===== config.mk =====
export PLATFORM = sky130hd
export DESIGN_NAME = store_unit
export DESIGN_NICKNAME = d
export VERILOG_FILES = /design/src/hw/store_pkg.sv /design/src/hw/store_align.sv /design/src/hw/store_ctrl.sv /design/src/hw/store_queue.sv /design/src/hw/store_unit.sv
export SDC_FILE = /design/constraint.sdc
export NUM_CORES = 1
export LEC_CHECK = 0
export ABC_AREA = 1
export BUFFER_PORTS_ARGS = -buffer_cell sky130_fd_sc_hd__buf_2
export CORE_ASPECT_RATIO = 0.6
export CORE_MARGIN = 4
export CORE_UTILIZATION = 57
export CTS_CLUSTER_SIZE = 40
export DETAILED_ROUTE_END_ITERATION = 10
export HOLD_SLACK_MARGIN = 0.12
export PLACE_DENSITY = 0.79
export SYNTH_ARGS = -nofsm -noshare
export SYNTH_HDL_FRONTEND = slang
export SYNTH_SLANG_ARGS = --single-unit

===== constraint.sdc =====
create_clock -name clk_i -period 10.02 [get_ports clk_i]
set_clock_uncertainty 0.15 [all_clocks]
set_input_delay 1.503 -clock clk_i [delete_from_list [all_inputs] [get_ports clk_i]]
set_output_delay 1.503 -clock clk_i [all_outputs]
set_load 0.02 [all_outputs]

===== src/hw/store_pkg.sv =====
// --------------------------------------------------------------------------
// Shared widths, queue depth and enums of the store unit
// SQ_DEPTH must stay a power of two, the queue pointers wrap on their own
// --------------------------------------------------------------------------
`default_nettype none

package store_pkg;

  // --------------------------------------------------------------------------
  // Data path widths
  // --------------------------------------------------------------------------
  // 64-bit store data, one enable per byte
  localparam int DATA_W     = 64;
  localparam int BE_W       = DATA_W / 8;
  // Byte offset inside one data word
  localparam int OFFS_W     = 3;
  // Sv39 virtual and 34-bit physical addresses
  localparam int VADDR_W    = 39;
  localparam int PADDR_W    = 34;
  // Tag that returns with the result strobe
  localparam int TRANS_ID_W = 3;

  // --------------------------------------------------------------------------
  // Store queue geometry
  // --------------------------------------------------------------------------
  localparam int SQ_DEPTH   = 4;
  localparam int SQ_PTR_W   = 2;

  // Access size, encoded as log2 of the byte count
  typedef enum logic [1:0] {
    ST_B,
    ST_H,
    ST_W,
    ST_D
  } store_op_e;

  // Issue-control states
  typedef enum logic [1:0] {
    ST_IDLE,
    ST_VALID,
    ST_WAIT_TRANS,
    ST_WAIT_READY
  } store_state_e;

endpackage

`default_nettype wire


===== src/hw/store_align.sv =====
// --------------------------------------------------------------------------
// Registered data rotate and byte-enable build for one store
// Stores must be naturally aligned, a misaligned offset is not corrected
// --------------------------------------------------------------------------
`default_nettype none

module store_align (
  input  logic                          clk_i,
  input  logic                          rst_ni,
  input  logic                          accept_i,
  input  store_pkg::store_op_e          op_i,
  input  logic [store_pkg::DATA_W-1:0]  data_i,
  input  logic [store_pkg::PADDR_W-1:0] paddr_i,
  output logic [store_pkg::PADDR_W-1:0] addr_o,
  output logic [store_pkg::DATA_W-1:0]  wdata_o,
  output logic [store_pkg::BE_W-1:0]    be_o
);

  logic [store_pkg::OFFS_W-1:0]   offs;
  // Number of bytes and the offset bits that must be zero for it
  logic [store_pkg::OFFS_W:0]     size_bytes;
  logic [store_pkg::OFFS_W-1:0]   offs_mask;
  // Data doubled up so a plain shift gives a rotate
  logic [2*store_pkg::DATA_W-1:0] data_dbl;
  logic [store_pkg::BE_W-1:0]     be_base;

  assign offs       = paddr_i[store_pkg::OFFS_W-1:0];
  assign size_bytes = {{store_pkg::OFFS_W{1'b0}}, 1'b1} << op_i;
  assign offs_mask  = size_bytes[store_pkg::OFFS_W-1:0] - 1'b1;

  // Rotate left by eight times the byte offset
  assign data_dbl   = {data_i, data_i} << {offs, 3'b000};

  // Low-aligned mask for the access size
  always_comb begin
    case (op_i)
      store_pkg::ST_B: be_base = 8'h01;
      store_pkg::ST_H: be_base = 8'h03;
      store_pkg::ST_W: be_base = 8'h0F;
      default:         be_base = 8'hFF;
    endcase
  end

  // Payload only, qualified downstream by push
  always_ff @(posedge clk_i) begin
    if (accept_i) begin
      addr_o  <= {paddr_i[store_pkg::PADDR_W-1:store_pkg::OFFS_W], {store_pkg::OFFS_W{1'b0}}};
      wdata_o <= data_dbl[2*store_pkg::DATA_W-1:store_pkg::DATA_W];
      be_o    <= be_base << offs;
    end
  end

  // The address generator guarantees natural alignment
  a_natural_align: assert property (
    @(posedge clk_i) disable iff (!rst_ni) accept_i |-> ((offs & offs_mask) == '0));

endmodule

`default_nettype wire


===== src/hw/store_ctrl.sv =====
// --------------------------------------------------------------------------
// Issue control of the store path, MMU answers are combinational to the req
// A flush cancels the store in ST_VALID and blocks acceptance that cycle
// --------------------------------------------------------------------------
`default_nettype none

module store_ctrl (
  input  logic                             clk_i,
  input  logic                             rst_ni,
  input  logic                             flush_i,
  // Issue stage
  input  logic                             valid_i,
  input  logic [store_pkg::VADDR_W-1:0]    vaddr_i,
  input  logic [store_pkg::TRANS_ID_W-1:0] trans_id_i,
  output logic                             pop_o,
  // MMU
  input  logic                             dtlb_hit_i,
  input  logic                             ex_valid_i,
  output logic                             translation_req_o,
  output logic [store_pkg::VADDR_W-1:0]    vaddr_o,
  // Store queue
  input  logic                             sq_ready_i,
  output logic                             accept_o,
  output logic                             push_o,
  // Result strobe
  output logic                             valid_o,
  output logic                             ex_o,
  output logic [store_pkg::TRANS_ID_W-1:0] trans_id_o
);

  store_pkg::store_state_e          state_q, state_d;
  // Exception flag of the store in flight
  logic                             ex_q;
  logic [store_pkg::TRANS_ID_W-1:0] trans_id_q;
  logic                             accept;
  logic                             in_valid;

  assign in_valid = (state_q == store_pkg::ST_VALID);

  // The MMU translates the address that the issue stage currently presents
  assign vaddr_o    = vaddr_i;
  assign pop_o      = accept;
  assign accept_o   = accept;

  // Result of the store accepted one cycle earlier
  assign valid_o    = in_valid;
  assign ex_o       = in_valid & ex_q;
  assign trans_id_o = trans_id_q;
  // Faulting or flushed stores never reach the queue
  assign push_o     = in_valid & ~ex_q & ~flush_i;

  // --------------------------------------------------------------------------
  // Acceptance FSM
  // --------------------------------------------------------------------------
  always_comb begin
    state_d           = state_q;
    translation_req_o = 1'b0;
    accept            = 1'b0;

    case (state_q)
      // A new store may follow directly behind the one in ST_VALID
      store_pkg::ST_IDLE, store_pkg::ST_VALID: begin
        if (valid_i) begin
          translation_req_o = 1'b1;
          // An exception finishes the store, hit and space do not matter
          if (ex_valid_i || (dtlb_hit_i && sq_ready_i)) begin
            accept  = 1'b1;
            state_d = store_pkg::ST_VALID;
          end else if (!dtlb_hit_i) begin
            state_d = store_pkg::ST_WAIT_TRANS;
          end else begin
            state_d = store_pkg::ST_WAIT_READY;
          end
        end else begin
          state_d = store_pkg::ST_IDLE;
        end
      end

      // Keep asking, then retry the whole acceptance from idle
      store_pkg::ST_WAIT_TRANS, store_pkg::ST_WAIT_READY: begin
        translation_req_o = 1'b1;
        if (ex_valid_i || (dtlb_hit_i && sq_ready_i)) begin
          state_d = store_pkg::ST_IDLE;
        end
      end

      default: state_d = store_pkg::ST_IDLE;
    endcase

    // Flush wins over everything
    if (flush_i) begin
      accept  = 1'b0;
      state_d = store_pkg::ST_IDLE;
    end
  end

  always_ff @(posedge clk_i or negedge rst_ni) begin
    if (!rst_ni) begin
      state_q <= store_pkg::ST_IDLE;
      ex_q    <= 1'b0;
    end else begin
      state_q <= state_d;
      if (accept) begin
        ex_q <= ex_valid_i;
      end
    end
  end

  // Tag only matters while valid_o is high
  always_ff @(posedge clk_i) begin
    if (accept) begin
      trans_id_q <= trans_id_i;
    end
  end

  // --------------------------------------------------------------------------
  // Checks
  // --------------------------------------------------------------------------
  a_pop_needs_valid: assert property (
    @(posedge clk_i) disable iff (!rst_ni) pop_o |-> valid_i);

  a_no_push_on_ex: assert property (
    @(posedge clk_i) disable iff (!rst_ni) push_o |-> !ex_o);

endmodule

`default_nettype wire


===== src/hw/store_queue.sv =====
// --------------------------------------------------------------------------
// Circular store queue, speculative until commit, then drained in order
// ready_o reserves a slot for the push of the store already in ST_VALID
// --------------------------------------------------------------------------
`default_nettype none

module store_queue (
  input  logic                          clk_i,
  input  logic                          rst_ni,
  input  logic                          flush_i,
  // Push from the align stage
  input  logic                          push_i,
  input  logic [store_pkg::PADDR_W-1:0] addr_i,
  input  logic [store_pkg::DATA_W-1:0]  wdata_i,
  input  logic [store_pkg::BE_W-1:0]    be_i,
  output logic                          ready_o,
  // Commit
  input  logic                          commit_i,
  output logic                          commit_ready_o,
  output logic                          store_buffer_empty_o,
  output logic                          no_st_pending_o,
  // Data memory write port
  output logic                          mem_req_o,
  output logic [store_pkg::PADDR_W-1:0] mem_addr_o,
  output logic [store_pkg::DATA_W-1:0]  mem_wdata_o,
  output logic [store_pkg::BE_W-1:0]    mem_be_o,
  input  logic                          mem_gnt_i
);

  // Entry storage
  logic [store_pkg::PADDR_W-1:0]  addr_mem  [store_pkg::SQ_DEPTH];
  logic [store_pkg::DATA_W-1:0]   wdata_mem [store_pkg::SQ_DEPTH];
  logic [store_pkg::BE_W-1:0]     be_mem    [store_pkg::SQ_DEPTH];

  // rd..cm holds committed entries, cm..wr speculative ones
  logic [store_pkg::SQ_PTR_W-1:0] rd_ptr_q, cm_ptr_q, wr_ptr_q;
  logic [store_pkg::SQ_PTR_W-1:0] rd_ptr_d, cm_ptr_d, wr_ptr_d;
  logic [store_pkg::SQ_PTR_W:0]   spec_cnt_q, spec_cnt_d;
  logic [store_pkg::SQ_PTR_W:0]   cmt_cnt_q, cmt_cnt_d;
  logic [store_pkg::SQ_PTR_W:0]   used_cnt;
  logic                           drain;

  assign used_cnt = spec_cnt_q + cmt_cnt_q;
  assign drain    = mem_req_o & mem_gnt_i;

  // Count the push in flight as taken
  assign ready_o = (used_cnt + {{store_pkg::SQ_PTR_W{1'b0}}, push_i}) < store_pkg::SQ_DEPTH;

  assign commit_ready_o       = (spec_cnt_q != '0);
  assign store_buffer_empty_o = (used_cnt == '0);
  assign no_st_pending_o      = (cmt_cnt_q == '0);

  // Oldest committed entry, stable until granted
  assign mem_req_o   = (cmt_cnt_q != '0);
  assign mem_addr_o  = addr_mem[rd_ptr_q];
  assign mem_wdata_o = wdata_mem[rd_ptr_q];
  assign mem_be_o    = be_mem[rd_ptr_q];

  // --------------------------------------------------------------------------
  // Pointer and counter update
  // --------------------------------------------------------------------------
  always_comb begin
    rd_ptr_d  = rd_ptr_q + {{(store_pkg::SQ_PTR_W-1){1'b0}}, drain};
    cm_ptr_d  = cm_ptr_q + {{(store_pkg::SQ_PTR_W-1){1'b0}}, commit_i};
    cmt_cnt_d = cmt_cnt_q + {{store_pkg::SQ_PTR_W{1'b0}}, commit_i}
                          - {{store_pkg::SQ_PTR_W{1'b0}}, drain};
    if (flush_i) begin
      // Drop all speculative entries, a same-cycle commit still counts
      wr_ptr_d   = cm_ptr_d;
      spec_cnt_d = '0;
    end else begin
      wr_ptr_d   = wr_ptr_q + {{(store_pkg::SQ_PTR_W-1){1'b0}}, push_i};
      spec_cnt_d = spec_cnt_q + {{store_pkg::SQ_PTR_W{1'b0}}, push_i}
                              - {{store_pkg::SQ_PTR_W{1'b0}}, commit_i};
    end
  end

  always_ff @(posedge clk_i or negedge rst_ni) begin
    if (!rst_ni) begin
      rd_ptr_q   <= '0;
      cm_ptr_q   <= '0;
      wr_ptr_q   <= '0;
      spec_cnt_q <= '0;
      cmt_cnt_q  <= '0;
    end else begin
      rd_ptr_q   <= rd_ptr_d;
      cm_ptr_q   <= cm_ptr_d;
      wr_ptr_q   <= wr_ptr_d;
      spec_cnt_q <= spec_cnt_d;
      cmt_cnt_q  <= cmt_cnt_d;
    end
  end

  // Push lands in the slot behind the newest entry
  always_ff @(posedge clk_i) begin
    if (push_i) begin
      addr_mem[wr_ptr_q]  <= addr_i;
      wdata_mem[wr_ptr_q] <= wdata_i;
      be_mem[wr_ptr_q]    <= be_i;
    end
  end

  // --------------------------------------------------------------------------
  // Checks
  // --------------------------------------------------------------------------
  a_no_push_full: assert property (
    @(posedge clk_i) disable iff (!rst_ni) push_i |-> (used_cnt < store_pkg::SQ_DEPTH));

  a_commit_ready: assert property (
    @(posedge clk_i) disable iff (!rst_ni) commit_i |-> commit_ready_o);

  // Write port holds its request until granted
  a_mem_stable: assert property (
    @(posedge clk_i) disable iff (!rst_ni)
    (mem_req_o && !mem_gnt_i) |=> (mem_req_o && $stable(mem_addr_o)
                                   && $stable(mem_wdata_o) && $stable(mem_be_o)));

endmodule

`default_nettype wire


===== src/hw/store_unit.sv =====
// --------------------------------------------------------------------------
// Store unit top, issue control then align then store queue
// Stores are assumed naturally aligned, there is no misalign exception
// --------------------------------------------------------------------------
`default_nettype none

module store_unit (
  input  logic                             clk_i,
  input  logic                             rst_ni,
  input  logic                             flush_i,
  // Issue stage
  input  logic                             valid_i,
  input  store_pkg::store_op_e             op_i,
  input  logic [store_pkg::VADDR_W-1:0]    vaddr_i,
  input  logic [store_pkg::DATA_W-1:0]     data_i,
  input  logic [store_pkg::TRANS_ID_W-1:0] trans_id_i,
  output logic                             pop_o,
  // Commit
  input  logic                             commit_i,
  output logic                             commit_ready_o,
  // Result
  output logic                             valid_o,
  output logic                             ex_o,
  output logic [store_pkg::TRANS_ID_W-1:0] trans_id_o,
  // MMU
  output logic                             translation_req_o,
  output logic [store_pkg::VADDR_W-1:0]    vaddr_o,
  input  logic [store_pkg::PADDR_W-1:0]    paddr_i,
  input  logic                             dtlb_hit_i,
  input  logic                             ex_valid_i,
  // Queue status
  output logic                             store_buffer_empty_o,
  output logic                             no_st_pending_o,
  // Data memory
  output logic                             mem_req_o,
  output logic [store_pkg::PADDR_W-1:0]    mem_addr_o,
  output logic [store_pkg::DATA_W-1:0]     mem_wdata_o,
  output logic [store_pkg::BE_W-1:0]       mem_be_o,
  input  logic                             mem_gnt_i
);

  logic                          accept_s;
  logic                          push_s;
  logic                          sq_ready_s;
  logic [store_pkg::PADDR_W-1:0] addr_s;
  logic [store_pkg::DATA_W-1:0]  wdata_s;
  logic [store_pkg::BE_W-1:0]    be_s;

  store_ctrl i_store_ctrl (
    .clk_i, .rst_ni, .flush_i, .valid_i, .vaddr_i, .trans_id_i, .pop_o,
    .dtlb_hit_i, .ex_valid_i, .translation_req_o, .vaddr_o,
    .sq_ready_i (sq_ready_s),
    .accept_o   (accept_s),
    .push_o     (push_s),
    .valid_o, .ex_o, .trans_id_o
  );

  // Payload captured in the pop cycle, valid with push
  store_align i_store_align (
    .clk_i, .rst_ni, .op_i, .data_i, .paddr_i,
    .accept_i (accept_s),
    .addr_o   (addr_s),
    .wdata_o  (wdata_s),
    .be_o     (be_s)
  );

  store_queue i_store_queue (
    .clk_i, .rst_ni, .flush_i,
    .push_i  (push_s),
    .addr_i  (addr_s),
    .wdata_i (wdata_s),
    .be_i    (be_s),
    .ready_o (sq_ready_s),
    .commit_i, .commit_ready_o, .store_buffer_empty_o, .no_st_pending_o,
    .mem_req_o, .mem_addr_o, .mem_wdata_o, .mem_be_o, .mem_gnt_i
  );

endmodule

`default_nettype wire


==> impl_metrics.ini, run 1 <==
[yosys]
syn_inst = 1762
ys_warn_count = 0
ys_seq_elements = 533
seq_area_frac_synth_pct = 73.13
synth_area_um2 = 21780
ys_types = 27
syn_avg_cell_area_um2 = 12.36

[routing]
wl_um = 51290
routedWlPerCell_um = 20.87
drt_iter0_markers = 1681
dr_total_vias = 14280
drt_pre_antenna_iters = 6
via_per_inst = 5.813
ant_nets = 0
drc = 0

[cells_and_area]
final_area_um2 = 24310
final_cells = 2457
nets = 2064
drive_gt1_share_pct = 16.34
final.fill_count = 2800
final_util_pct = 64.47
area_delta_synth_final_pct = 11.61

[floorplanning]
fp-row-count = 55
pin_count = 306
die_area_um2 = 41510
die_y_um = 159.4
start_util_pct = 57.76
fp.dieW_um = 260.4
coreArea_um2 = 37710

[timing]
fmax_ghz = 0.1903
period_needed_ns = 5.254
tightest_slew_ns = 1.160
setup_viol = 0
period_share_pct = 52.44
rsz0062_at_grt = false
timing.setup.tns_ns = 0
setup_ws_ns = 4.766
slew-limit-headroom_pct = 22.58
slew_violations = 0
hold_violations = 0
hold_ws_ns = 0.3251

[pwr]
power.density_nw_per_um2 = 261.0
ir_drop_mv = 0.2042
p_total_mw = 6.345
leakagePower_nw = 8.739

[grt]
grt_pass1_vias = 13320
gr-usage-all-layers_pct = 24.09
antenna_found_initial = 8
grt_first_pass_wirelength_um = 77920
overflow = 0
grt_max_degree = 151

[setup_path]
r2r_slack_ns = 6.41
crit_fanout = 150
worstPathRequired_ns = 8.37
cp-end-kind = output port
cp.arrival_ns = 3.60
start_kind = flop
crit_type = reg2out

[clocking]
cts_buffer_depth = 3
root_buffer = clkbuf_16
cts_tree = yes
cts_made_buffers = 47
path_clk_slew_ns = 0.06
cts.sinks = 533
clk_latency_ns = 0.57
cts_setup_buffers = 0
cts_hold_buf = 0
htree_levels = 2
ctsResizeCount = 0

[placed_design]
dpl.hpwl_um = 30880
place_inst = 2367
portBuffers = 224
gp_congestion = 0.9103
pre_cts_slack_ns = 5.351
place_area_um2 = 22860

[run]
cap_violations = 0

[min_path]
min_path_type = reg2reg

[outcome]
status = completed
report_power, final:
part / switching [mW] / internal (mW) / total [mW]
logic: 1.38 / 0.558 / 1.94
registers: 0.124 / 2.56 / 2.68
clock network: 0.770 / 0.948 / 1.72
critical path: stages, from the launching register on:
cell and delay, ns:
dfrtp_4 0.71, inv_6 0.81, buf_4 0.64, nor2_1 0.11, o22ai_1 0.35, buf_2 0.24
path summary, 6_finish.rpt:
path | startpoint | endpoint | cells after the start
worst max register to register | i_store_queue.cmt_cnt_q[0]$_DFF_PN0_ | i_store_align.wdata_o[43]$_DFFE_PP_ | 12
worst min-delay path | i_store_queue.cm_ptr_q[1]$_DFF_PN0_ | i_store_queue.cm_ptr_q[1]$_DFF_PN0_ | 1
max in group asynchronous | rst_ni | i_store_queue.rd_ptr_q[0]$_DFF_PN0_ | 1
min in group asynchronous | rst_ni | i_store_queue.cmt_cnt_q[2]$_DFF_PN0_ | 1
worst min register to register | i_store_queue.cm_ptr_q[1]$_DFF_PN0_ | i_store_queue.cm_ptr_q[1]$_DFF_PN0_ | 1
worst max-delay path | i_store_queue.rd_ptr_q[0]$_DFF_PN0_ | mem_wdata_o[53] | 5
synth_stat cells:
cell type    n  area share [%]
clkinv_1     1           0.017
o21ai_1    120             2.8
buf_4       62             2.1
clkbuf_1    58             1.0
nand3b_1     1           0.034
nor3_1       6            0.14
buf_2       26            0.60
o22ai_1    104             3.0
nand2_1    249             4.3
a21oi_1      3           0.069
fa_1         3            0.28
conb_1       1           0.017
ha_1         8            0.46
buf_6        3            0.16
xnor2_1      2           0.080
nand3_1     66             1.5
inv_6        1           0.040
inv_2        1           0.017
o211ai_1     1           0.034
buf_1        4           0.069
nor3b_1      2           0.069
inv_1       58             1.0
xor2_1       4            0.16
o21ai_0    222             5.1
edfxtp_1   518              71
dfrtp_1     15             1.7
nor2_1     223             3.8
cells by family (layout without fill, tap and decap cells):
logic type | Yosys count | count (layout) | share of synthesized area [%]
fa+ha+maj | 11 | 11 | 0.7353
other cells | 1 | 7 | 0.01722
simple gates | 547 | 547 | 9.891
flops | 533 | 533 | 73.13
compound gates | 450 | 450 | 10.95
buf+inv | 214 | 390 | 5.032
xor+xnor | 6 | 6 | 0.2413
flip-flops by register name, indices dropped and copies added, names as in the netlist:
register / cells
i_store_align.wdata_o: 64
i_store_align.be_o: 8
i_store_queue.wdata_mem: 256
i_store_ctrl.trans_id_o: 3
i_store_ctrl.ex_q: 1
i_store_queue.wr_ptr_q: 2
i_store_queue.rd_ptr_q: 2
i_store_queue.be_mem: 32
i_store_queue.cmt_cnt_q: 3
i_store_queue.addr_mem: 124
i_store_queue.cm_ptr_q: 2
i_store_align.addr_o: 31
i_store_ctrl.state_q: 2
i_store_queue.spec_cnt_q: 3
cell usage in the layout (no fill, tap or decap), types with 8 or more instances in the layout:
master / n
buf_2: 224
buf_4: 19
clkbuf_1: 15
clkbuf_16: 47
clkinv_1: 9
clkinv_2: 9
dfrtp_1: 13
edfxtp_1: 518
ha_1: 8
inv_1: 55
nand2_1: 249
nand3_1: 66
nor2_1: 223
o21ai_0: 222
o21ai_1: 120
o22ai_1: 104
metal layers:
metal	wire length (um)	global-route usage [%]	part of all wire (%)
met5	46	0	0.090
met4	1047	6.191	2.0
met3	4717	5.325	9.2
met2	23090	35.33	45
met1	22390	37.08	44
final cells by class:
cell class	instances	area (um2)	share of cell area (%)
Antenna cell	4	10.01	0.04117
Clock buffer	62	1232	5.069
Clock inverter	24	205.2	0.8441
Inverter	61	236.5	0.9727
Multi-Input combinational cell	1017	4783	19.68
Sequential cell	533	15940	65.56
Tap cell	513	641.9	2.640
Timing Repair Buffer	243	1264	5.198
Note: power is estimated with default switching activity, not from simulation.
==> inputs of run 2 (changes only) <==
Settings changed: CORE_UTILIZATION 57 to 52, PLACE_DENSITY 0.79 to 0.76.
Clock period 10.02 ns to 4.3 ns, I/O delays scaled along.
==> run 2 against run 1 <==
Worst setup slack lost 3.9 ns. Flip-flop and latch count is the same. Register-to-register slack lost 5.0 ns. Clock power grew 140%. Worst hold slack lost 0.17 ns. Cell area grew 2.8%. Via count grew 0.20%. Critical path depth grew 7. Critical path type unchanged. Critical endpoint is now pop_o.
==> impl_metrics.ini, run 2 (synthesized netlist as in run 1, its figures left out) <==
[timing]
setup_ws_ns = 0.8937
setup_viol = 0
hold_ws_ns = 0.1560
fmax_ghz = 0.2936
rsz0062_at_grt = false
slew-limit-headroom_pct = 27.14
slew_violations = 0
tightest_slew_ns = 1.091
hold_violations = 0
timing.setup.tns_ns = 0
period_share_pct = 79.22
period_needed_ns = 3.406

[cells_and_area]
final_cells = 2549
drive_gt1_share_pct = 16.61
final.fill_count = 3210
nets = 2108
largest_reg_flops = 256
top_register = i_store_queue.wdata_mem
final_cell_mix = edfxtp_1, nand2_1, buf_2
final_area_um2 = 24990
area_delta_synth_final_pct = 14.74
final_util_pct = 61.05
top_regs = i_store_queue.wdata_mem x256, i_store_queue.addr_mem x124, i_store_align.wdata_o x64
final_common_cell = edfxtp_1

[setup_path]
start_kind = flop
crit_type = reg2out
cp.arrival_ns = 2.61
crit_fanout = 3
cp-end-kind = output port
worstPathRequired_ns = 3.50

[clocking]
cts_hold_buf = 34
cts.sinks = 533
htree_levels = 2
cts_setup_buffers = 0
cts_made_buffers = 48
cts_tree = yes
path_clk_slew_ns = 0.06
root_buffer = clkbuf_16
clk_latency_ns = 0.57
ctsResizeCount = 0
cts_buffer_depth = 3

[pwr]
p_seq_share_pct = 40.6
internal-power_mw = 9.708
clock_power_share_pct = 27.5
p_total_mw = 15.09
leakagePower_nw = 9.003
combPwrFrac_pct = 31.9
p_sw_mw = 5.381
ir_drop_mv = 0.4810
switching_share_pct = 35.66
power.density_nw_per_um2 = 603.7

[routing]
drc = 0
ant_nets = 0
drt_iter0_markers = 1633
wl_um = 51400
dr_total_vias = 14310
via_per_inst = 5.615
drt_pre_antenna_iters = 5
routedWlPerCell_um = 20.17

[grt]
gr-usage-all-layers_pct = 22.32
antenna_found_initial = 3
grt_pass1_vias = 13450
grt_first_pass_wirelength_um = 78930
grt_max_degree = 107
overflow = 0

[placed_design]
portBuffers = 224
place_area_um2 = 23130
pre_cts_slack_ns = 1.394
gp_congestion = 0.8769
dpl.hpwl_um = 32070
place_inst = 2423

[floorplanning]
die_area_um2 = 45340
start_util_pct = 53.21
fp-row-count = 57
pin_count = 306
coreArea_um2 = 40940
die_y_um = 166.5
fp.dieW_um = 272.2

[outcome]
status = completed

[min_path]
min_path_type = in2reg

[run]
cap_violations = 0
run 2: changes by cell type in the layout (fill, tap and decap cells not counted), moves of 3 or more:
cell	delta
buf_12	+9
clkbuf_1	-3
clkbuf_8	+3
clkinv_1	+3
dlygate4sd3_1	+34
inv_6	+3
nor3_2	-4
nor3_4	+4
run 2: path summary, 6_finish.rpt:
kind	start	endpoint	slack, ns	depth (start not counted)
max in group asynchronous	rst_ni	i_store_queue.rd_ptr_q[0]$_DFF_PN0_	3.30	2
hold reg to reg	i_store_queue.cm_ptr_q[1]$_DFF_PN0_	i_store_queue.cm_ptr_q[1]$_DFF_PN0_	0.33	1
min in group asynchronous	rst_ni	i_store_queue.spec_cnt_q[0]$_DFF_PN0_	0.40	2
hold / removal	paddr_i[5]	i_store_align.addr_o[5]$_DFFE_PP_	0.16	1
setup / recovery	i_store_queue.cmt_cnt_q[0]$_DFF_PN0_	pop_o	0.89	12
setup reg to reg	i_store_queue.cmt_cnt_q[0]$_DFF_PN0_	i_store_align.addr_o[10]$_DFFE_PP_	1.41	12
run 2: cell type report:
| class | instances | area (um2) | area share [%] |
|---|---|---|---|
| clock buffers | 64 | 1313 | 5.252 |
| clock inverters | 26 | 205.2 | 0.8210 |
| flip-flops and latches | 533 | 15940 | 63.77 |
| diodes | 2 | 5.005 | 0.02003 |
| well taps | 560 | 700.7 | 2.804 |
| inverters | 61 | 239.0 | 0.9562 |
| multi-input cells | 1017 | 4808 | 19.24 |
| repair buffers | 286 | 1784 | 7.139 |
run 2: power by group through the flow:
stage          sequential, mW  combinational (mW)  clock (mW)
3_3_place_gp             6.22                4.74           0
6_report                 6.12                4.82        4.15
4_1_cts                  6.12                4.85        4.21
5_1_grt                  6.14                5.25        4.46
2_1_floorplan            6.18                3.20           0
3_5_place_dp             6.23                4.80           0
run 2: per-layer routing:
layer | share of wire, % | GRT usage, %
met5 | 0.023 | 0
met1 | 45 | 34.54
met2 | 44 | 32.96
met3 | 8.6 | 4.185
met4 | 2.3 | 5.730
run 2: worst max-delay path, cell delays in order (launching register included):
cell	delay [ns]
dfrtp_1	0.40
ha_1	0.22
fa_1	0.52
nand2_1	0.06
inv_1	0.06
nand3_1	0.09
nand2_1	0.08
inv_1	0.04
nand2_1	0.05
nand2_1	0.08
nand2_1	0.15
clkinvlp_4	0.14
buf_2	0.17
==> inputs of run 3 (changes only) <==
Clock period 4.3 ns to 3.05 ns, I/O delays scaled along.
==> run 3 against run 2 <==
Clock-buffer cell count rose by 2. Via count rose by 1.1%. Worst hold slack got worse by 0.013 ns. Cell count rose by 1.0%. Critical path depth did not move. Utilization rose by 1.4 points. Combinational power rose by 49%. Non-clock buffer count rose by 32. Register-to-register slack got worse by 1.2 ns.
==> impl_metrics.ini, run 3 (synthesized netlist as in run 1, its figures left out) <==
[timing]
setup_ws_ns = 0.06391
period_needed_ns = 2.986
hold_violations = 0
fmax_ghz = 0.3349
period_share_pct = 97.90
slew-limit-headroom_pct = 51.83
timing.setup.tns_ns = 0
rsz0062_at_grt = true
setup_viol = 0
tightest_slew_ns = 0.7202
hold_ws_ns = 0.1428
slew_violations = 0

[routing]
drc = 0
drt-met1-wl_um = 23650
wl_um = 53970
dr_total_vias = 14470
top_layer = met5
routedWlPerCell_um = 20.96
drt_iter0_markers = 1457
ant_nets = 0
wl_met2_um = 24760
drt_pre_antenna_iters = 6
wl_met3_um = 4320
via_per_inst = 5.619

[clocking]
root_buffer = clkbuf_16
path_clk_slew_ns = 0.06
cts_buffer_depth = 3
htree_levels = 2
clk_latency_ns = 0.57
cts_tree = yes
cts_made_buffers = 47
cts.sinks = 533

[pwr]
switching_share_pct = 35.89
p_sw_mw = 7.764
power.density_nw_per_um2 = 846.5
ir_drop_mv = 0.5004
internal-power_mw = 13.87
p_seq_share_pct = 40.1
combPwrFrac_pct = 33.2
clock_power_share_pct = 26.7
leakagePower_nw = 9.258

[grt]
gr-usage-all-layers_pct = 22.98
overflow = 0
grt_pass1_vias = 13950
grt_first_pass_wirelength_um = 81170
antenna_found_initial = 2
grt_max_degree = 76

[cells_and_area]
n_antenna_cell = 0
final.fill_count = 3115
largest_reg_flops = 256
drive_gt1_share_pct = 18.66
final_cell_mix = edfxtp_1, nand2_1, buf_2
multi_input_area_um2 = 4880
final_util_pct = 62.43
nets = 2139
top_register = i_store_queue.wdata_mem
area_delta_synth_final_pct = 17.32
top_regs = i_store_queue.wdata_mem x256, i_store_queue.addr_mem x124, i_store_align.wdata_o x64
final_common_cell = edfxtp_1
seqCellArea_um2 = 15940

[placed_design]
pre_cts_slack_ns = 0.4793
portBuffers = 224
dpl.hpwl_um = 33230
gp_congestion = 0.9210

[floorplanning]
pin_count = 306
die_y_um = 166.5
die_area_um2 = 45340
start_util_pct = 53.21
coreArea_um2 = 40940
fp.dieW_um = 272.2
fp-row-count = 57

[outcome]
status = completed

[setup_path]
cp-end-kind = output port
cp.arrival_ns = 2.38
start_kind = flop
worstPathRequired_ns = 2.44
crit_fanout = 3
crit_type = reg2out

[min_path]
min_path_type = in2reg

[run]
cap_violations = 0
-- run 3: cell types whose count changed in the layout (fill, tap and decap cells not counted), moves of 5 or more --
cell	change
buf_4	+7
dlygate4sd3_1	+7
o22ai_2	+5
buf_12	+13
o22ai_1	-5
clkinvlp_4	+5
clkinv_1	-9
clkbuf_8	+6
-- run 3: critical path, stage by stage (launching register included) --
cell and delay, ns:
dfrtp_1 0.38, ha_2 0.19, fa_1 0.50, nand2_1 0.07, inv_2 0.06, nand3_2 0.06
nand2_1 0.07, inv_1 0.04, nand2_2 0.07, nand2_4 0.06, nand2_4 0.07, clkinvlp_4 0.10
buf_6 0.15
-- run 3: layout make-up --
cell class	instances	area share (%)
clock buffer	66	5.317
clock inverter	20	0.5826
inverter	61	0.9400
multi-input combinational	1017	19.09
sequential	533	62.36
tap	560	2.742
timing repair buffer	318	8.960
-- run 3: worst paths after layout --
check | endpoint | slack [ns] | startpoint | cells after the start
setup / recovery | pop_o | 0.06 | i_store_queue.cmt_cnt_q[0]$_DFF_PN0_ | 12
hold reg to reg | i_store_queue.cm_ptr_q[1]$_DFF_PN0_ | 0.31 | i_store_queue.cm_ptr_q[1]$_DFF_PN0_ | 1
max in group asynchronous | i_store_queue.rd_ptr_q[0]$_DFF_PN0_ | 2.25 | rst_ni | 2
setup reg to reg | i_store_align.wdata_o[15]$_DFFE_PP_ | 0.25 | i_store_queue.cmt_cnt_q[0]$_DFF_PN0_ | 15
hold / removal | i_store_align.be_o[7]$_DFFE_PP_ | 0.14 | op_i[1] | 3
min in group asynchronous | i_store_queue.cmt_cnt_q[2]$_DFF_PN0_ | 0.20 | rst_ni | 2
-- run 3: repair_timing --
item	in CTS	in global routing
resized for setup	3	13
pin swaps	0	1
gates cloned	0	2
endpoints found under the setup margin	2	26
hold buffers	41	0
setup buffers	2	3
endpoints found under the hold margin	58	0
-- run 3: through the flow --
| stage | std cells | instance area [um2] | power, mW |
|---|---|---|---|
| floorplan | 1764 | 21870 | 13.24 |
| global placement | 2441 | 23470 | 15.57 |
| detailed placement | 2441 | 23470 | 15.73 |
| CTS | 2570 | 25420 | 21.55 |
| global route | 2575 | 25560 | 22.75 |
| finish | 2575 | 25560 | 21.63 |
-- run 3: layer usage --
metal	track usage, %	up-vias
li1	-	6738
met1	33.81	6979
met2	35.39	647
met3	5.177	100
met4	5.528	4
met5	0	-
-- run 3: power groups by stage --
stage / combinational [mW] / clock [mW] / sequential [mW]
after floorplan: 4.53 / 0 / 8.71
after global placement: 6.75 / 0 / 8.82
after detailed placement: 6.89 / 0 / 8.84
after CTS: 6.99 / 5.88 / 8.68
after global routing: 7.82 / 6.23 / 8.70
final: 7.18 / 5.78 / 8.67
